===== src/source/fetch_params.svh =====
`ifndef FETCH_PARAMS_SVH
`define FETCH_PARAMS_SVH

// Cache line size in bytes, two 32-bit words.
`define FETCH_LINE_BYTES 8

// Number of direct-mapped cache lines.
`define FETCH_CACHE_LINES 16

// Instruction queue entries.
`define FETCH_QUEUE_DEPTH 4

// Burst-capable SDRAM window.
`define FETCH_SDRAM_BASE 32'hA000_0000
`define FETCH_SDRAM_END 32'hBFFF_FFFF

`endif

===== src/source/fetch_pkg.sv =====
package fetch_pkg;

    typedef enum logic [1:0] {
        IDLE, LOOKUP, REFILL, DELIVER
    } fetch_state_e;

    typedef enum logic [3:0] {
        LOAD, STORE, BRANCH, JAL, JALR, OP_IMM, OP, LUI, AUIPC, SYSTEM, ILLEGAL
    } inst_class_e;

    // RV32I major opcodes, bits 6 to 0.
    typedef enum logic [6:0] {
        OPC_LOAD   = 7'b0000011,
        OPC_STORE  = 7'b0100011,
        OPC_BRANCH = 7'b1100011,
        OPC_JAL    = 7'b1101111,
        OPC_JALR   = 7'b1100111,
        OPC_OP_IMM = 7'b0010011,
        OPC_OP     = 7'b0110011,
        OPC_LUI    = 7'b0110111,
        OPC_AUIPC  = 7'b0010111,
        OPC_SYSTEM = 7'b1110011
    } rv_opcode_e;

endpackage


===== src/source/axi_pkg.sv =====
package axi_pkg;

    typedef enum logic [1:0] {
        BURST_FIXED = 2'b00,
        BURST_INCR  = 2'b01
    } axi_burst_e;

    typedef enum logic [1:0] {
        RESP_OKAY   = 2'b00,
        RESP_EXOKAY = 2'b01,
        RESP_SLVERR = 2'b10,
        RESP_DECERR = 2'b11
    } axi_resp_e;

    localparam logic [3:0] FETCH_ARID = 4'd1;  // Read ID of instruction fetch.
    localparam logic [2:0] AXI_SIZE_WORD = 3'd2;  // Four bytes per beat.

endpackage


===== src/source/fetch_top.sv =====
`timescale 1ns/1ps
`include "fetch_params.svh"

module fetch_top (
    input  logic                   clk,
    input  logic                   rst,
    input  logic                   pc_valid,
    output logic                   pc_ready,
    input  logic [31:0]            pc,
    output logic                   out_valid,
    input  logic                   out_ready,
    output logic [31:0]            out_inst,
    output logic [31:0]            out_pc,
    output fetch_pkg::inst_class_e out_class,
    output logic [31:0]            out_target,
    output logic                   out_fault,

    output logic                   arvalid,
    input  logic                   arready,
    output logic [31:0]            araddr,
    output logic [3:0]             arid,
    output logic [7:0]             arlen,
    output logic [2:0]             arsize,
    output axi_pkg::axi_burst_e    arburst,
    input  logic                   rvalid,
    output logic                   rready,
    input  logic [31:0]            rdata,
    input  axi_pkg::axi_resp_e     rresp,
    input  logic                   rlast,
    input  logic [3:0]             rid
);
    logic                           lookup_req;
    logic [31:0]                    lookup_addr;
    logic                           lookup_hit;
    logic [31:0]                    lookup_data;
    logic                           fill_en;
    logic [31:0]                    fill_addr;
    logic [`FETCH_LINE_BYTES*8-1:0] fill_line;
    logic                           push_valid;
    logic                           push_ready;
    logic [31:0]                    push_inst;
    logic [31:0]                    push_pc;
    logic                           push_fault;
    logic                           pop_valid;
    logic                           pop_ready;
    logic [31:0]                    pop_inst;
    logic [31:0]                    pop_pc;
    logic                           pop_fault;

    fetch_unit fetch_unit_inst (.*);

    icache icache_inst (.*);

    inst_queue inst_queue_inst (.*);

    predecode predecode_inst (.*);

endmodule


===== src/source/predecode.sv =====
`timescale 1ns/1ps

module predecode (
    input  logic                  pop_valid,
    output logic                  pop_ready,
    input  logic [31:0]           pop_inst,
    input  logic [31:0]           pop_pc,
    input  logic                  pop_fault,
    output logic                  out_valid,
    input  logic                  out_ready,
    output logic [31:0]           out_inst,
    output logic [31:0]           out_pc,
    output fetch_pkg::inst_class_e out_class,
    output logic [31:0]           out_target,
    output logic                  out_fault
);
    import fetch_pkg::*;

    logic [31:0] imm_j;
    logic [31:0] imm_b;

    assign out_valid = pop_valid;
    assign pop_ready = out_ready;
    assign out_inst  = pop_inst;
    assign out_pc    = pop_pc;
    assign out_fault = pop_fault;

    assign imm_j = {{12{pop_inst[31]}}, pop_inst[19:12], pop_inst[20], pop_inst[30:21], 1'b0};
    assign imm_b = {{20{pop_inst[31]}}, pop_inst[7], pop_inst[30:25], pop_inst[11:8], 1'b0};

    always_comb begin
        case (pop_inst[6:0])
            OPC_LOAD:   out_class = LOAD;
            OPC_STORE:  out_class = STORE;
            OPC_BRANCH: out_class = BRANCH;
            OPC_JAL:    out_class = JAL;
            OPC_JALR:   out_class = JALR;
            OPC_OP_IMM: out_class = OP_IMM;
            OPC_OP:     out_class = OP;
            OPC_LUI:    out_class = LUI;
            OPC_AUIPC:  out_class = AUIPC;
            OPC_SYSTEM: out_class = SYSTEM;
            default:    out_class = ILLEGAL;
        endcase
    end

    // JALR target depends on a register, so only pc-relative jumps get one.
    always_comb begin
        out_target = 32'd0;
        if (!pop_fault) begin
            if (out_class == JAL) out_target = pop_pc + imm_j;
            else if (out_class == BRANCH) out_target = pop_pc + imm_b;
        end
    end

endmodule


===== src/source/inst_queue.sv =====
`timescale 1ns/1ps
`include "fetch_params.svh"

module inst_queue (
    input  logic        clk,
    input  logic        rst,
    input  logic        push_valid,
    output logic        push_ready,
    input  logic [31:0] push_inst,
    input  logic [31:0] push_pc,
    input  logic        push_fault,
    output logic        pop_valid,
    input  logic        pop_ready,
    output logic [31:0] pop_inst,
    output logic [31:0] pop_pc,
    output logic        pop_fault
);
    localparam int DEPTH = `FETCH_QUEUE_DEPTH;
    localparam int PTR_W = $clog2(DEPTH);
    localparam int CNT_W = $clog2(DEPTH + 1);

    logic [31:0]      inst_mem  [DEPTH];
    logic [31:0]      pc_mem    [DEPTH];
    logic             fault_mem [DEPTH];
    logic [PTR_W-1:0] wr_ptr;
    logic [PTR_W-1:0] rd_ptr;
    logic [CNT_W-1:0] count;
    logic             push_fire;
    logic             pop_fire;

    assign push_ready = (count != CNT_W'(DEPTH)) || pop_ready;  // Full but draining.
    assign pop_valid  = (count != '0);
    assign push_fire  = push_valid && push_ready;
    assign pop_fire   = pop_valid && pop_ready;
    assign pop_inst   = inst_mem[rd_ptr];
    assign pop_pc     = pc_mem[rd_ptr];
    assign pop_fault  = fault_mem[rd_ptr];

    always_ff @(posedge clk or posedge rst) begin
        if (rst) begin
            wr_ptr <= '0;
            rd_ptr <= '0;
            count  <= '0;
        end else begin
            if (push_fire) wr_ptr <= (wr_ptr == PTR_W'(DEPTH - 1)) ? '0 : wr_ptr + 1'b1;
            if (pop_fire) rd_ptr <= (rd_ptr == PTR_W'(DEPTH - 1)) ? '0 : rd_ptr + 1'b1;
            case ({push_fire, pop_fire})
                2'b10:   count <= count + 1'b1;
                2'b01:   count <= count - 1'b1;
                default: count <= count;
            endcase
        end
    end

    always_ff @(posedge clk) begin
        if (push_fire) begin
            inst_mem[wr_ptr]  <= push_inst;
            pc_mem[wr_ptr]    <= push_pc;
            fault_mem[wr_ptr] <= push_fault;
        end
    end

endmodule


===== src/source/fetch_unit.sv =====
`timescale 1ns/1ps
`include "fetch_params.svh"

module fetch_unit (
    input  logic                            clk,
    input  logic                            rst,
    input  logic                            pc_valid,
    output logic                            pc_ready,
    input  logic [31:0]                     pc,

    output logic                            arvalid,
    input  logic                            arready,
    output logic [31:0]                     araddr,
    output logic [3:0]                      arid,
    output logic [7:0]                      arlen,
    output logic [2:0]                      arsize,
    output axi_pkg::axi_burst_e             arburst,
    input  logic                            rvalid,
    output logic                            rready,
    input  logic [31:0]                     rdata,
    input  axi_pkg::axi_resp_e              rresp,
    input  logic                            rlast,
    input  logic [3:0]                      rid,

    output logic                            lookup_req,
    output logic [31:0]                     lookup_addr,
    input  logic                            lookup_hit,
    input  logic [31:0]                     lookup_data,
    output logic                            fill_en,
    output logic [31:0]                     fill_addr,
    output logic [`FETCH_LINE_BYTES*8-1:0]  fill_line,

    output logic                            push_valid,
    input  logic                            push_ready,
    output logic [31:0]                     push_inst,
    output logic [31:0]                     push_pc,
    output logic                            push_fault
);
    import axi_pkg::*;
    import fetch_pkg::*;

    localparam int OFF_W  = $clog2(`FETCH_LINE_BYTES);
    localparam int WORDS  = `FETCH_LINE_BYTES / 4;
    localparam int CNT_W  = $clog2(WORDS);
    localparam logic [CNT_W-1:0] LAST_BEAT = CNT_W'(WORDS - 1);

    fetch_state_e state_q, state_d;

    logic [31:0]                    req_pc;
    logic [31:0]                    line_base;
    logic [CNT_W-1:0]               req_word;
    logic [CNT_W-1:0]               beat_cnt;
    logic [`FETCH_LINE_BYTES*8-1:0] line_buf;
    logic                           in_sdram;
    logic                           is_burst;
    logic                           line_err;
    logic                           ar_fire;
    logic                           r_fire;
    logic                           beat_err;
    logic                           err_any;
    logic                           refill_done;

    assign pc_ready    = (state_q == IDLE);
    assign lookup_req  = pc_valid && pc_ready;  // Lookup registers on the pc transfer.
    assign lookup_addr = pc;

    assign line_base = {req_pc[31:OFF_W], {OFF_W{1'b0}}};
    assign req_word  = req_pc[OFF_W-1:2];
    assign in_sdram  = (line_base >= `FETCH_SDRAM_BASE) && (line_base <= `FETCH_SDRAM_END);

    assign arid      = FETCH_ARID;
    assign arsize    = AXI_SIZE_WORD;
    assign fill_addr = line_base;
    assign fill_line = line_buf;
    assign push_pc   = req_pc;

    assign ar_fire  = arvalid && arready;
    assign r_fire   = rvalid && rready;
    assign beat_err = (rresp != RESP_OKAY) || (rid != FETCH_ARID);
    assign err_any  = line_err || beat_err;
    // A burst runs to rlast even after an error; single beats stop at once.
    assign refill_done = is_burst ? rlast : (beat_err || beat_cnt == LAST_BEAT);

    always_comb begin
        state_d = state_q;
        case (state_q)
            IDLE:    if (pc_valid) state_d = LOOKUP;
            LOOKUP:  state_d = lookup_hit ? DELIVER : REFILL;
            REFILL:  if (r_fire && refill_done) state_d = DELIVER;
            DELIVER: if (push_ready) state_d = IDLE;
            default: state_d = IDLE;
        endcase
    end

    always_ff @(posedge clk or posedge rst) begin
        if (rst) begin
            state_q    <= IDLE;
            arvalid    <= 1'b0;
            rready     <= 1'b0;
            push_valid <= 1'b0;
            fill_en    <= 1'b0;
            beat_cnt   <= '0;
            line_err   <= 1'b0;
            is_burst   <= 1'b0;
        end else begin
            state_q <= state_d;
            fill_en <= 1'b0;
            case (state_q)
                IDLE: begin
                    beat_cnt <= '0;
                    line_err <= 1'b0;
                end
                LOOKUP: begin
                    if (lookup_hit) begin
                        push_valid <= 1'b1;
                    end else begin
                        arvalid  <= 1'b1;
                        is_burst <= in_sdram;
                    end
                end
                REFILL: begin
                    if (ar_fire) begin
                        arvalid <= 1'b0;
                        rready  <= 1'b1;
                    end
                    if (r_fire) begin
                        beat_cnt <= beat_cnt + 1'b1;
                        if (beat_err) line_err <= 1'b1;
                        if (refill_done) begin
                            rready     <= 1'b0;
                            push_valid <= 1'b1;
                            fill_en    <= !err_any;  // Faulted lines stay invalid.
                        end else if (!is_burst) begin
                            rready  <= 1'b0;
                            arvalid <= 1'b1;  // Next single-beat request.
                        end
                    end
                end
                DELIVER: begin
                    if (push_ready) push_valid <= 1'b0;
                end
                default: begin
                    arvalid    <= 1'b0;
                    rready     <= 1'b0;
                    push_valid <= 1'b0;
                end
            endcase
        end
    end

    always_ff @(posedge clk) begin
        case (state_q)
            IDLE: begin
                if (pc_valid) req_pc <= pc;
            end
            LOOKUP: begin
                araddr     <= line_base;
                arlen      <= in_sdram ? 8'(WORDS - 1) : 8'd0;
                arburst    <= in_sdram ? BURST_INCR : BURST_FIXED;
                push_inst  <= lookup_data;
                push_fault <= 1'b0;
            end
            REFILL: begin
                if (r_fire) begin
                    line_buf[beat_cnt*32 +: 32] <= rdata;
                    araddr <= araddr + 32'd4;
                    if (beat_cnt == req_word) push_inst <= rdata;
                    if (refill_done) begin
                        push_fault <= err_any;
                        if (err_any) push_inst <= 32'd0;
                    end
                end
            end
            default: ;
        endcase
    end

endmodule


===== src/source/icache.sv =====
`timescale 1ns/1ps
`include "fetch_params.svh"

module icache (
    input  logic                            clk,
    input  logic                            rst,
    input  logic                            lookup_req,
    input  logic [31:0]                     lookup_addr,
    output logic                            lookup_hit,
    output logic [31:0]                     lookup_data,
    input  logic                            fill_en,
    input  logic [31:0]                     fill_addr,
    input  logic [`FETCH_LINE_BYTES*8-1:0]  fill_line
);
    localparam int LINES  = `FETCH_CACHE_LINES;
    localparam int OFF_W  = $clog2(`FETCH_LINE_BYTES);
    localparam int IDX_W  = $clog2(LINES);
    localparam int TAG_W  = 32 - OFF_W - IDX_W;
    localparam int LINE_W = `FETCH_LINE_BYTES * 8;

    logic [LINES-1:0]  valid;
    logic [TAG_W-1:0]  tag_mem  [LINES];
    logic [LINE_W-1:0] data_mem [LINES];

    logic [IDX_W-1:0]   lk_idx;
    logic [TAG_W-1:0]   lk_tag;
    logic [OFF_W-3:0]   lk_word;
    logic [IDX_W-1:0]   fl_idx;
    logic [TAG_W-1:0]   fl_tag;

    assign lk_idx  = lookup_addr[OFF_W +: IDX_W];
    assign lk_tag  = lookup_addr[31 -: TAG_W];
    assign lk_word = lookup_addr[OFF_W-1:2];  // Word within the line.
    assign fl_idx  = fill_addr[OFF_W +: IDX_W];
    assign fl_tag  = fill_addr[31 -: TAG_W];

    always_ff @(posedge clk or posedge rst) begin
        if (rst) begin
            valid      <= '0;
            lookup_hit <= 1'b0;
        end else begin
            if (fill_en) begin
                valid[fl_idx] <= 1'b1;
            end
            lookup_hit <= lookup_req && valid[lk_idx] && (tag_mem[lk_idx] == lk_tag);
        end
    end

    always_ff @(posedge clk) begin
        if (fill_en) begin
            tag_mem[fl_idx]  <= fl_tag;
            data_mem[fl_idx] <= fill_line;
        end
        if (lookup_req) begin
            lookup_data <= data_mem[lk_idx][lk_word*32 +: 32];
        end
    end

endmodule


===== config.mk =====
export PLATFORM = sky130hd
export DESIGN_NAME = fetch_top
export DESIGN_NICKNAME = d
export VERILOG_FILES = /design/src/source/fetch_pkg.sv /design/src/source/axi_pkg.sv /design/src/source/fetch_top.sv /design/src/source/predecode.sv /design/src/source/inst_queue.sv /design/src/source/fetch_unit.sv /design/src/source/icache.sv
export VERILOG_INCLUDE_DIRS = /design/src /design/src/source
export SDC_FILE = /design/constraint.sdc
export NUM_CORES = 2
export LEC_CHECK = 0
export BUFFER_PORTS_ARGS = -buffer_cell sky130_fd_sc_hd__clkbuf_2
export CORE_UTILIZATION = 56
export CTS_CLUSTER_DIAMETER = 200
export DETAILED_ROUTE_END_ITERATION = 8
export GPL_TIMING_DRIVEN = 0
export HOLD_SLACK_MARGIN = 0.02
export PLACE_DENSITY_LB_ADDON = 0.25
export SYNTH_ARGS = -nofsm -noshare
export SYNTH_HDL_FRONTEND = slang
export SYNTH_SLANG_ARGS = --single-unit
export TNS_END_PERCENT = 5

===== constraint.sdc =====
create_clock -name clk -period 14.86 [get_ports clk]
set_input_delay 1.486 -clock clk [delete_from_list [all_inputs] [get_ports clk]]
set_output_delay 1.486 -clock clk [all_outputs]
set_load 0.02 [all_outputs]

# --- Word-level counts from Yosys, hierarchy flattened ---
# Memory sizes are Yosys's and may differ from the RTL's.
# Index checks and enable logic that the tools add are counted.
totals:
  latchBits: 0
  mem_bits_ro: 0
  out_inout_bits: 154
  register_bits: 236
  mem_bits_rw: 1684
  elab_cells: 165
  n_memories: 5
  input_bits: 77
classes:
  div_mod_pow: 0
  bitwise: 2
  muxes: 57
  n_eq_ne: 31
  order_cmp: 5
  addsub: 9
  mul: 0
  shifts: 3
  n_reduce_logical: 32
memory_table:
  columns: ["name", "depth", "width", "read_ports", "rd_clocked_by_memory_dff", "write_ports", "line_no", "rtl"]
  rows:
  - ["icache_inst.data_mem", 16, 64, 1, 0, 1, "icache.sv:23", "logic [LINE_W-1:0] data_mem [LINES];"]
  - ["icache_inst.tag_mem", 16, 25, 1, 0, 1, "icache.sv:22", "logic [TAG_W-1:0] tag_mem [LINES];"]
  - ["inst_queue_inst.inst_mem", 4, 32, 1, 0, 1, "inst_queue.sv:22", "logic [31:0] inst_mem [DEPTH];"]
  - ["inst_queue_inst.pc_mem", 4, 32, 1, 0, 1, "inst_queue.sv:23", "logic [31:0] pc_mem [DEPTH];"]
  - ["inst_queue_inst.fault_mem", 4, 1, 1, 0, 1, "inst_queue.sv:24", "logic fault_mem [DEPTH];"]
ops:
  columns: ["cell", "count"]
  rows:
  - ["$mux W32", 8]
  - ["$pmux W32 S2", 2]
  - ["$add A32 B32 Y32", 2]
  - ["$bwmux W64", 1]
  - ["$shift A32 B34 Y64 const A", 1]
  - ["$shiftx A32 B34 Y64", 1]
  - ["$shiftx A64 B7 Y32", 1]
  - ["$pmux W4 S10", 1]
  - ["$neg A6 Y34", 1]
  - ["$add A32 B3 Y32 const B", 1]
  - ["$ge A32 B32 Y1 const B", 1]
  - ["$le A32 B32 Y1 const B", 1]
  - ["$mux W1", 31]
  - ["$eq A7 B7 Y1 const B", 4]
  - ["$eq A25 B25 Y1", 1]
  - ["$eq A7 B6 Y1 const B", 3]
  - ["$or A16 B16 Y16", 1]
  - ["$eq A7 B5 Y1 const B", 2]
  - ["$ne A2 B1 Y1 const B", 6]
  - ["$reduce_and A2 Y1", 6]
  - ["$eq A2 B2 Y1 const B", 5]
  - ["$logic_and A1 B1 Y1", 10]
  - ["$lt A4 B5 Y1 const B", 2]
  - ["$mux W2", 5]
  - ["26 further kinds", 42]

# --- Logic depth before layout (Yosys ltp) ---
depth:
  ltp_word: 7
  depth_mapped: 16
  mapped_depth_nobuf: 12

# --- Modules after synthesis ---
# Synthesis repeated with hierarchy kept, for this count alone.
hier_totals:
  cells_unflattened: 3873
  area_unflattened_um2: 77847.2
by_module_without_submodules:
  columns: ["mod", "instances", "area_each_um2", "seq_area_each_um2", "cells_per_inst"]
  rows:
  - ["icache", 1, 56327.8, 44147.3, 2331]
  - ["inst_queue", 1, 9825.7, 7982.7, 384]
  - ["fetch_unit", 1, 8062.7, 5029.8, 627]
  - ["predecode", 1, 3631.0, 0.0, 531]

# --- Worst setup path after synthesis ---
# Ideal clock, no wire load.
synth_timing:
  path_type: "register -> register"
  startpoint: "reg fetch_unit_inst.req_pc[6] (netlist: fetch_unit_inst.push_pc[6])"
  endpoint: "reg icache_inst.valid[2]"
  setup_slack_ns: 4.860
  arrival_ns: 9.882
  required_time_ns: 14.742
  path_stages_with_launch: 3
  period_less_slack_ns: 10.000
  setup_ns: 0.118
  n_path_buf: 0
  cell_sequence: "edfxtp_1 nor4_1 or2_2"
synth_via:
  elab_chain_cells: 5
  word_cells_on_any_way: 6
  cone_classes: "order compare: 2; mux: 2; bitwise: 1; reduce/logical: 1"
synth_lines:
  columns: ["element", "line_no", "rtl"]
  rows:
  - ["start: declaration", "fetch_unit.sv:49", "logic [31:0] req_pc;"]
  - ["start signal: assignment", "fetch_unit.sv:154", "if (pc_valid) req_pc <= pc;"]
  - ["$lt A4 B5 Y1 (not written as such) / $ge A4 B1 Y1 (equally long branches)", "icache.sv:43", "valid[fl_idx] <= 1'b1;"]
  - ["$logic_and A1 B1 Y1 (not written as such)", "icache.sv:43", null]
  - ["$mux W1 (not written as such)", "icache.sv:43", null]
  - ["$demux W1 S4 (*)", null, null]
  - ["$or A16 B16 Y16 (no line) (*)", null, null]
  - ["end signal: assignment", "icache.sv:39", "valid <= '0;"]
  - ["end signal: indexed assignment", "icache.sv:43", null]
  - ["end: declaration", "icache.sv:21", "logic [LINES-1:0] valid;"]
# Every way passes the cells marked *; elsewhere a longest branch is shown, timed or not.
# A chain may end at the register's enable or synchronous reset.

# --- Worst setup path after layout ---
layout_timing:
  startpoint: "reg inst_queue_inst.rd_ptr[1]"
  endpoint: "out out_target[22]"
layout_via:
  elab_chain_cells: 7
  word_cells_on_any_way: 21
  cone_classes: "add/sub: 2; eq/ne: 12; mux: 4; memory: 3"
layout_lines:
  columns: ["element", "line_no", "rtl"]
  rows:
  - ["start: declaration", "inst_queue.sv:26", "logic [PTR_W-1:0] rd_ptr;"]
  - ["start signal: assignment", "inst_queue.sv:46", "if (pop_fire) rd_ptr <= (rd_ptr == PTR_W'(DEPTH - 1)) ? '0 : rd_ptr + 1'b1;"]
  - ["branches (longest 6 deep; another with $mem_v2 Z4 W32)", null, null]
  - ["$mux W32 (*)", "predecode.sv:50", "if (!pop_fault) begin"]
  - ["end: declaration", "fetch_top.sv:15", "output logic [31:0] out_target,"]
# Mark *: on every way between the ends.

==> results by group <==
Floorplanning
  • IO Count: 231
  • Core Region: 135000 um^2
  • Die ar.: 138000 um^2
  • Cell Rows: 135
  • Initial core utilization: 0.564
  • Die width: 371 um
  • Die H: 371 um

STA
  • Minimum clock period: 8010 ps
  • Setup TNS: 0 ps
  • Slew Limit Fails: 0
  • Worst hold slack: 472 ps
  • Maximum clock rate: 0.125 GHz
  • Final worst slack: 6850 ps
  • Fin. Hold Viols: 0
  • Worst Clk Skew: 28.8 ps
  • Slew margin rel.: 0.0474
  • Setup violators final: 0
  • Crit share post-route: 0.539
  • Worst-Margin Slew: 1430 ps
  • RSZ-0062 raised after global routing: false

Finish
  • Layout cells sized above 1: 0.293
  • Nets@finish: 4348
  • Area Overhead vs Synth: 14.8%
  • Fin util: 0.648

Clock network
  • Num CTS Buffers: 184
  • Root buffer cell: clkbuf_16
  • Clk buf depth: 3
  • Post-CTS Hold Fix Bufs: 0
  • Skew-Pair Late Insertion Delay: 830 ps
  • Reg clk slew, reported paths: 60 ps
  • Setup Buffers After CTS: 0
  • Clock Sink Count: 1909
  • TritonCTS clock tree: yes
  • H-tree Lvls: 4
  • Post-CTS sizing: 0

Drt
  • Antenna Violating Nets Remaining: 0
  • Met2 Wirelength: 98.3 mm
  • Drt total wl: 207 mm
  • Met3 WL: 22.3 mm
  • Via count: 40725
  • DRC: 0
  • Iteration-0 DRC count of the detailed router: 5469
  • Wire length per cell: 33.6 um
  • TritonRoute pass-1 iters: 6
  • Drt via density: 6.61
  • Top Layer Used: met5
  • Routed length on met1: 78.3 mm

Global routing
  • Largest net degree at the start of global routing: 37
  • GR Overflow Total: 0
  • GRT Resource Usage Total: 0.303
  • Initial antenna violation count: 14
  • First-pass GRT wire length: 290 mm
  • Vias in the first global route: 39910

Placed design
  • Post-DP HPWL: 140 mm
  • Routability cong.: 0.946
  • Pre-CTS setup slack: 7670 ps
  • Port Buf Inserts: 213

Logic synthesis
  • Syn Area/Cell: 20.9 um^2
  • Post-synth EDFFs: 1876
  • Dominant cell type by area after synthesis: edfxtp_1
  • Ys Warns: 0
  • Top-area cell type share of the netlist area: 0.738
  • Distinct cells, synth: 83
  • Yosys reg bits: 1909
  • Cell area after synthesis: 76300 um^2
  • Post-synthesis sequential area ratio: 0.749
  • Top FF cell, synth: edfxtp_1
  • Async set-or-reset flop fraction in the synthesized netlist: 0.0173
  • Synth top area cells: edfxtp_1 74%, mux4_2 14%, dfrtp_1 1.1%
  • Synth Instances: 3656

Critical path
  • Critical Path RT: 13370 ps
  • Crit path largest cell delay: 820 ps
  • Critical path's slowest cell: clkbuf_1
  • WS Path Type: reg -> out
  • Worst EP arrival: 6530 ps
  • Reg2reg end: icache_inst.lookup_hit$_DFF_PP0_
  • Setup crit start kind: flop
  • Crit-path max FO: 10
  • CP cell instances: buf_2 > buf_1 > clkbuf_1 > mux4_2 > ha_1 > a211oi_1 > nor2_1 > o31ai_2 > a311oi_2 > o31ai_1 > o21ai_1 > o22a_1 > a21oi_1 > clkbuf_2
  • Setup crit end kind: primary output
  • Worst R2R Path Depth: 10
  • R2r setup slk: 10980 ps
  • RR Startpoint: fetch_unit_inst.state_q[0]$_DFFE_PP0P_

Power and ir drop
  • Power per cell area: 174 nW/um^2
  • Static Leak: 28.8 nW
  • Peak VDD IR: 118 uV
  • Total Power: 15.3 mW

Outcome
  • Run status: finished, final reports clean

Run
  • Number of max-cap violations: 0

Min path
  • WHS Endpoint: icache_inst.valid[10]$_DFFE_PP0P_
  • Worst Min Path Start: icache_inst.valid[10]$_DFFE_PP0P_
  • Hold depth: 1
  • Worst min path class: reg -> reg
[cell usage after synthesis (all sizes together) (19+ instances only)]
master / number
ha: 54
clkbuf: 60
mux2i: 76
mux4: 483
nor2b: 47
mux2: 41
dfrtp: 33
buf: 131
nand2: 77
inv: 34
nor2: 117
and2: 48
nor3: 27
or2: 21
o21ai: 64
edfxtp: 1876
xor2: 47
o2bb2ai: 34
xnor2: 33
a22oi: 19
nand3: 36
a21oi: 105
[worst max path at each step]
stage	from	endpoint	slack (ps)	cells past startpoint
2_1_floorplan	fetch_unit_inst.push_pc[6]$_DFFE_PP_	icache_inst.valid[2]$_DFFE_PP0P_	4860	2
3_3_place_gp	fetch_unit_inst.push_pc[5]$_DFFE_PP_	icache_inst.valid[2]$_DFFE_PP0P_	-7870	3
3_5_place_dp	inst_queue_inst.rd_ptr[0]$_DFFE_PP0P_	out_target[31]	7670	17
4_1_cts	inst_queue_inst.rd_ptr[0]$_DFFE_PP0P_	out_target[22]	6730	15
5_1_grt	inst_queue_inst.rd_ptr[0]$_DFFE_PP0P_	out_target[31]	6520	17
6_report	inst_queue_inst.rd_ptr[1]$_DFFE_PP0P_	out_target[22]	6850	14
[logic make-up (layout without fill, tap and decap cells)]
kind of cell	count (synthesis)	count (layout)	synth area share
multiplexers	600	600	0.159
AND/OR/NAND/NOR	426	426	0.0280
other	2	26	0.0000984
buffers and inverters	225	921	0.0145
XOR/XNOR	80	80	0.00918
AO/OA/AOI/OAI	357	357	0.0311
adder cells (fa/ha/maj)	57	57	0.00964
flip-flops	1909	1909	0.749
[flip-flops by register name, summed over array words and instances, names as in the netlist, 2 cells and up]
register	flops
inst_queue_inst.wr_ptr	2
icache_inst.lookup_data	32
inst_queue_inst.fault_mem	4
fetch_unit_inst.fill_line	64
inst_queue_inst.count	3
icache_inst.tag_mem	400
inst_queue_inst.inst_mem	128
fetch_unit_inst.araddr	30
icache_inst.data_mem	1024
fetch_unit_inst.state_q	2
fetch_unit_inst.push_pc	32
inst_queue_inst.pc_mem	128
fetch_unit_inst.push_inst	32
icache_inst.valid	16
inst_queue_inst.rd_ptr	2
[stage by stage]
stage,instance area (um^2),instances
after floorplan,76400,3671
after global placement,79700,5665
after detailed placement,81800,5809
after CTS,87600,6148
after global routing,87600,6153
final,87600,6157
[cell type report]
cell class | instances | area [um^2]
Multi-Input combinational cell | 1537 | 18300
Buffer | 191 | 978
Inverter | 34 | 128
Sequential cell | 1909 | 57200
Antenna cell | 9 | 22.5
Tap cell | 1781 | 2230
Clock buffer | 236 | 4860
Clock inverter | 103 | 908
Fill cell | 8812 | 47700
Timing Repair Buffer | 357 | 3090
[routing by layer]
layer | track usage | up-vias
met1 | 0.425 | 21372
li1 | - | 16331
met2 | 0.474 | 2614
met3 | 0.0623 | 406
met5 | 0 | -
met4 | 0.114 | 2
[critical path: cells and delay by family (launching register included)]
| kind | cells | cell delay [ps] |
|---|---|---|
| AOI/OAI and AO/OA | 7 | 2250 |
| and+or+nand+nor | 1 | 150 |
| DFF | 1 | 480 |
| buffers and inverters | 4 | 1980 |
| adders and majority gates | 1 | 330 |
| muxes | 1 | 520 |
[where the power goes]
part | internal, mW | switching, mW | leakage, nW
clock | 2.51 | 1.99 | 2.80
combinational | 1.37 | 2.57 | 8.62
sequential | 6.48 | 0.366 | 17.4
[cells in the final DEF, fill, tap and decap left out, types with 11 or more instances in the layout]
cell type | synthesis | final
edfxtp_1 | 1876 | 1876
mux4_2 | 477 | 477
clkbuf_2 | 0 | 213
clkbuf_16 | 0 | 186
clkbuf_1 | 60 | 108
nor2_1 | 117 | 107
a21oi_1 | 105 | 105
buf_6 | 7 | 80
nand2_1 | 77 | 76
mux2i_1 | 76 | 76
buf_2 | 67 | 67
o21ai_0 | 56 | 56
ha_1 | 54 | 54
buf_4 | 29 | 49
xor2_1 | 47 | 47
nor2b_1 | 46 | 46
clkinv_1 | 0 | 46
and2_1 | 48 | 42
mux2_2 | 41 | 41
buf_12 | 1 | 41
nand3_1 | 36 | 36
o2bb2ai_1 | 34 | 34
xnor2_1 | 33 | 33
dfrtp_1 | 33 | 33
inv_1 | 33 | 32
buf_1 | 27 | 27
clkinv_2 | 0 | 25
nor3_1 | 27 | 21
or2_2 | 19 | 19
a22oi_1 | 19 | 19
o22ai_1 | 17 | 17
conb_1 | 2 | 17
a21o_1 | 15 | 15
a211oi_1 | 13 | 13
nand4_1 | 12 | 12
bufinv_16 | 0 | 11
(Power assumes the default switching activity.)
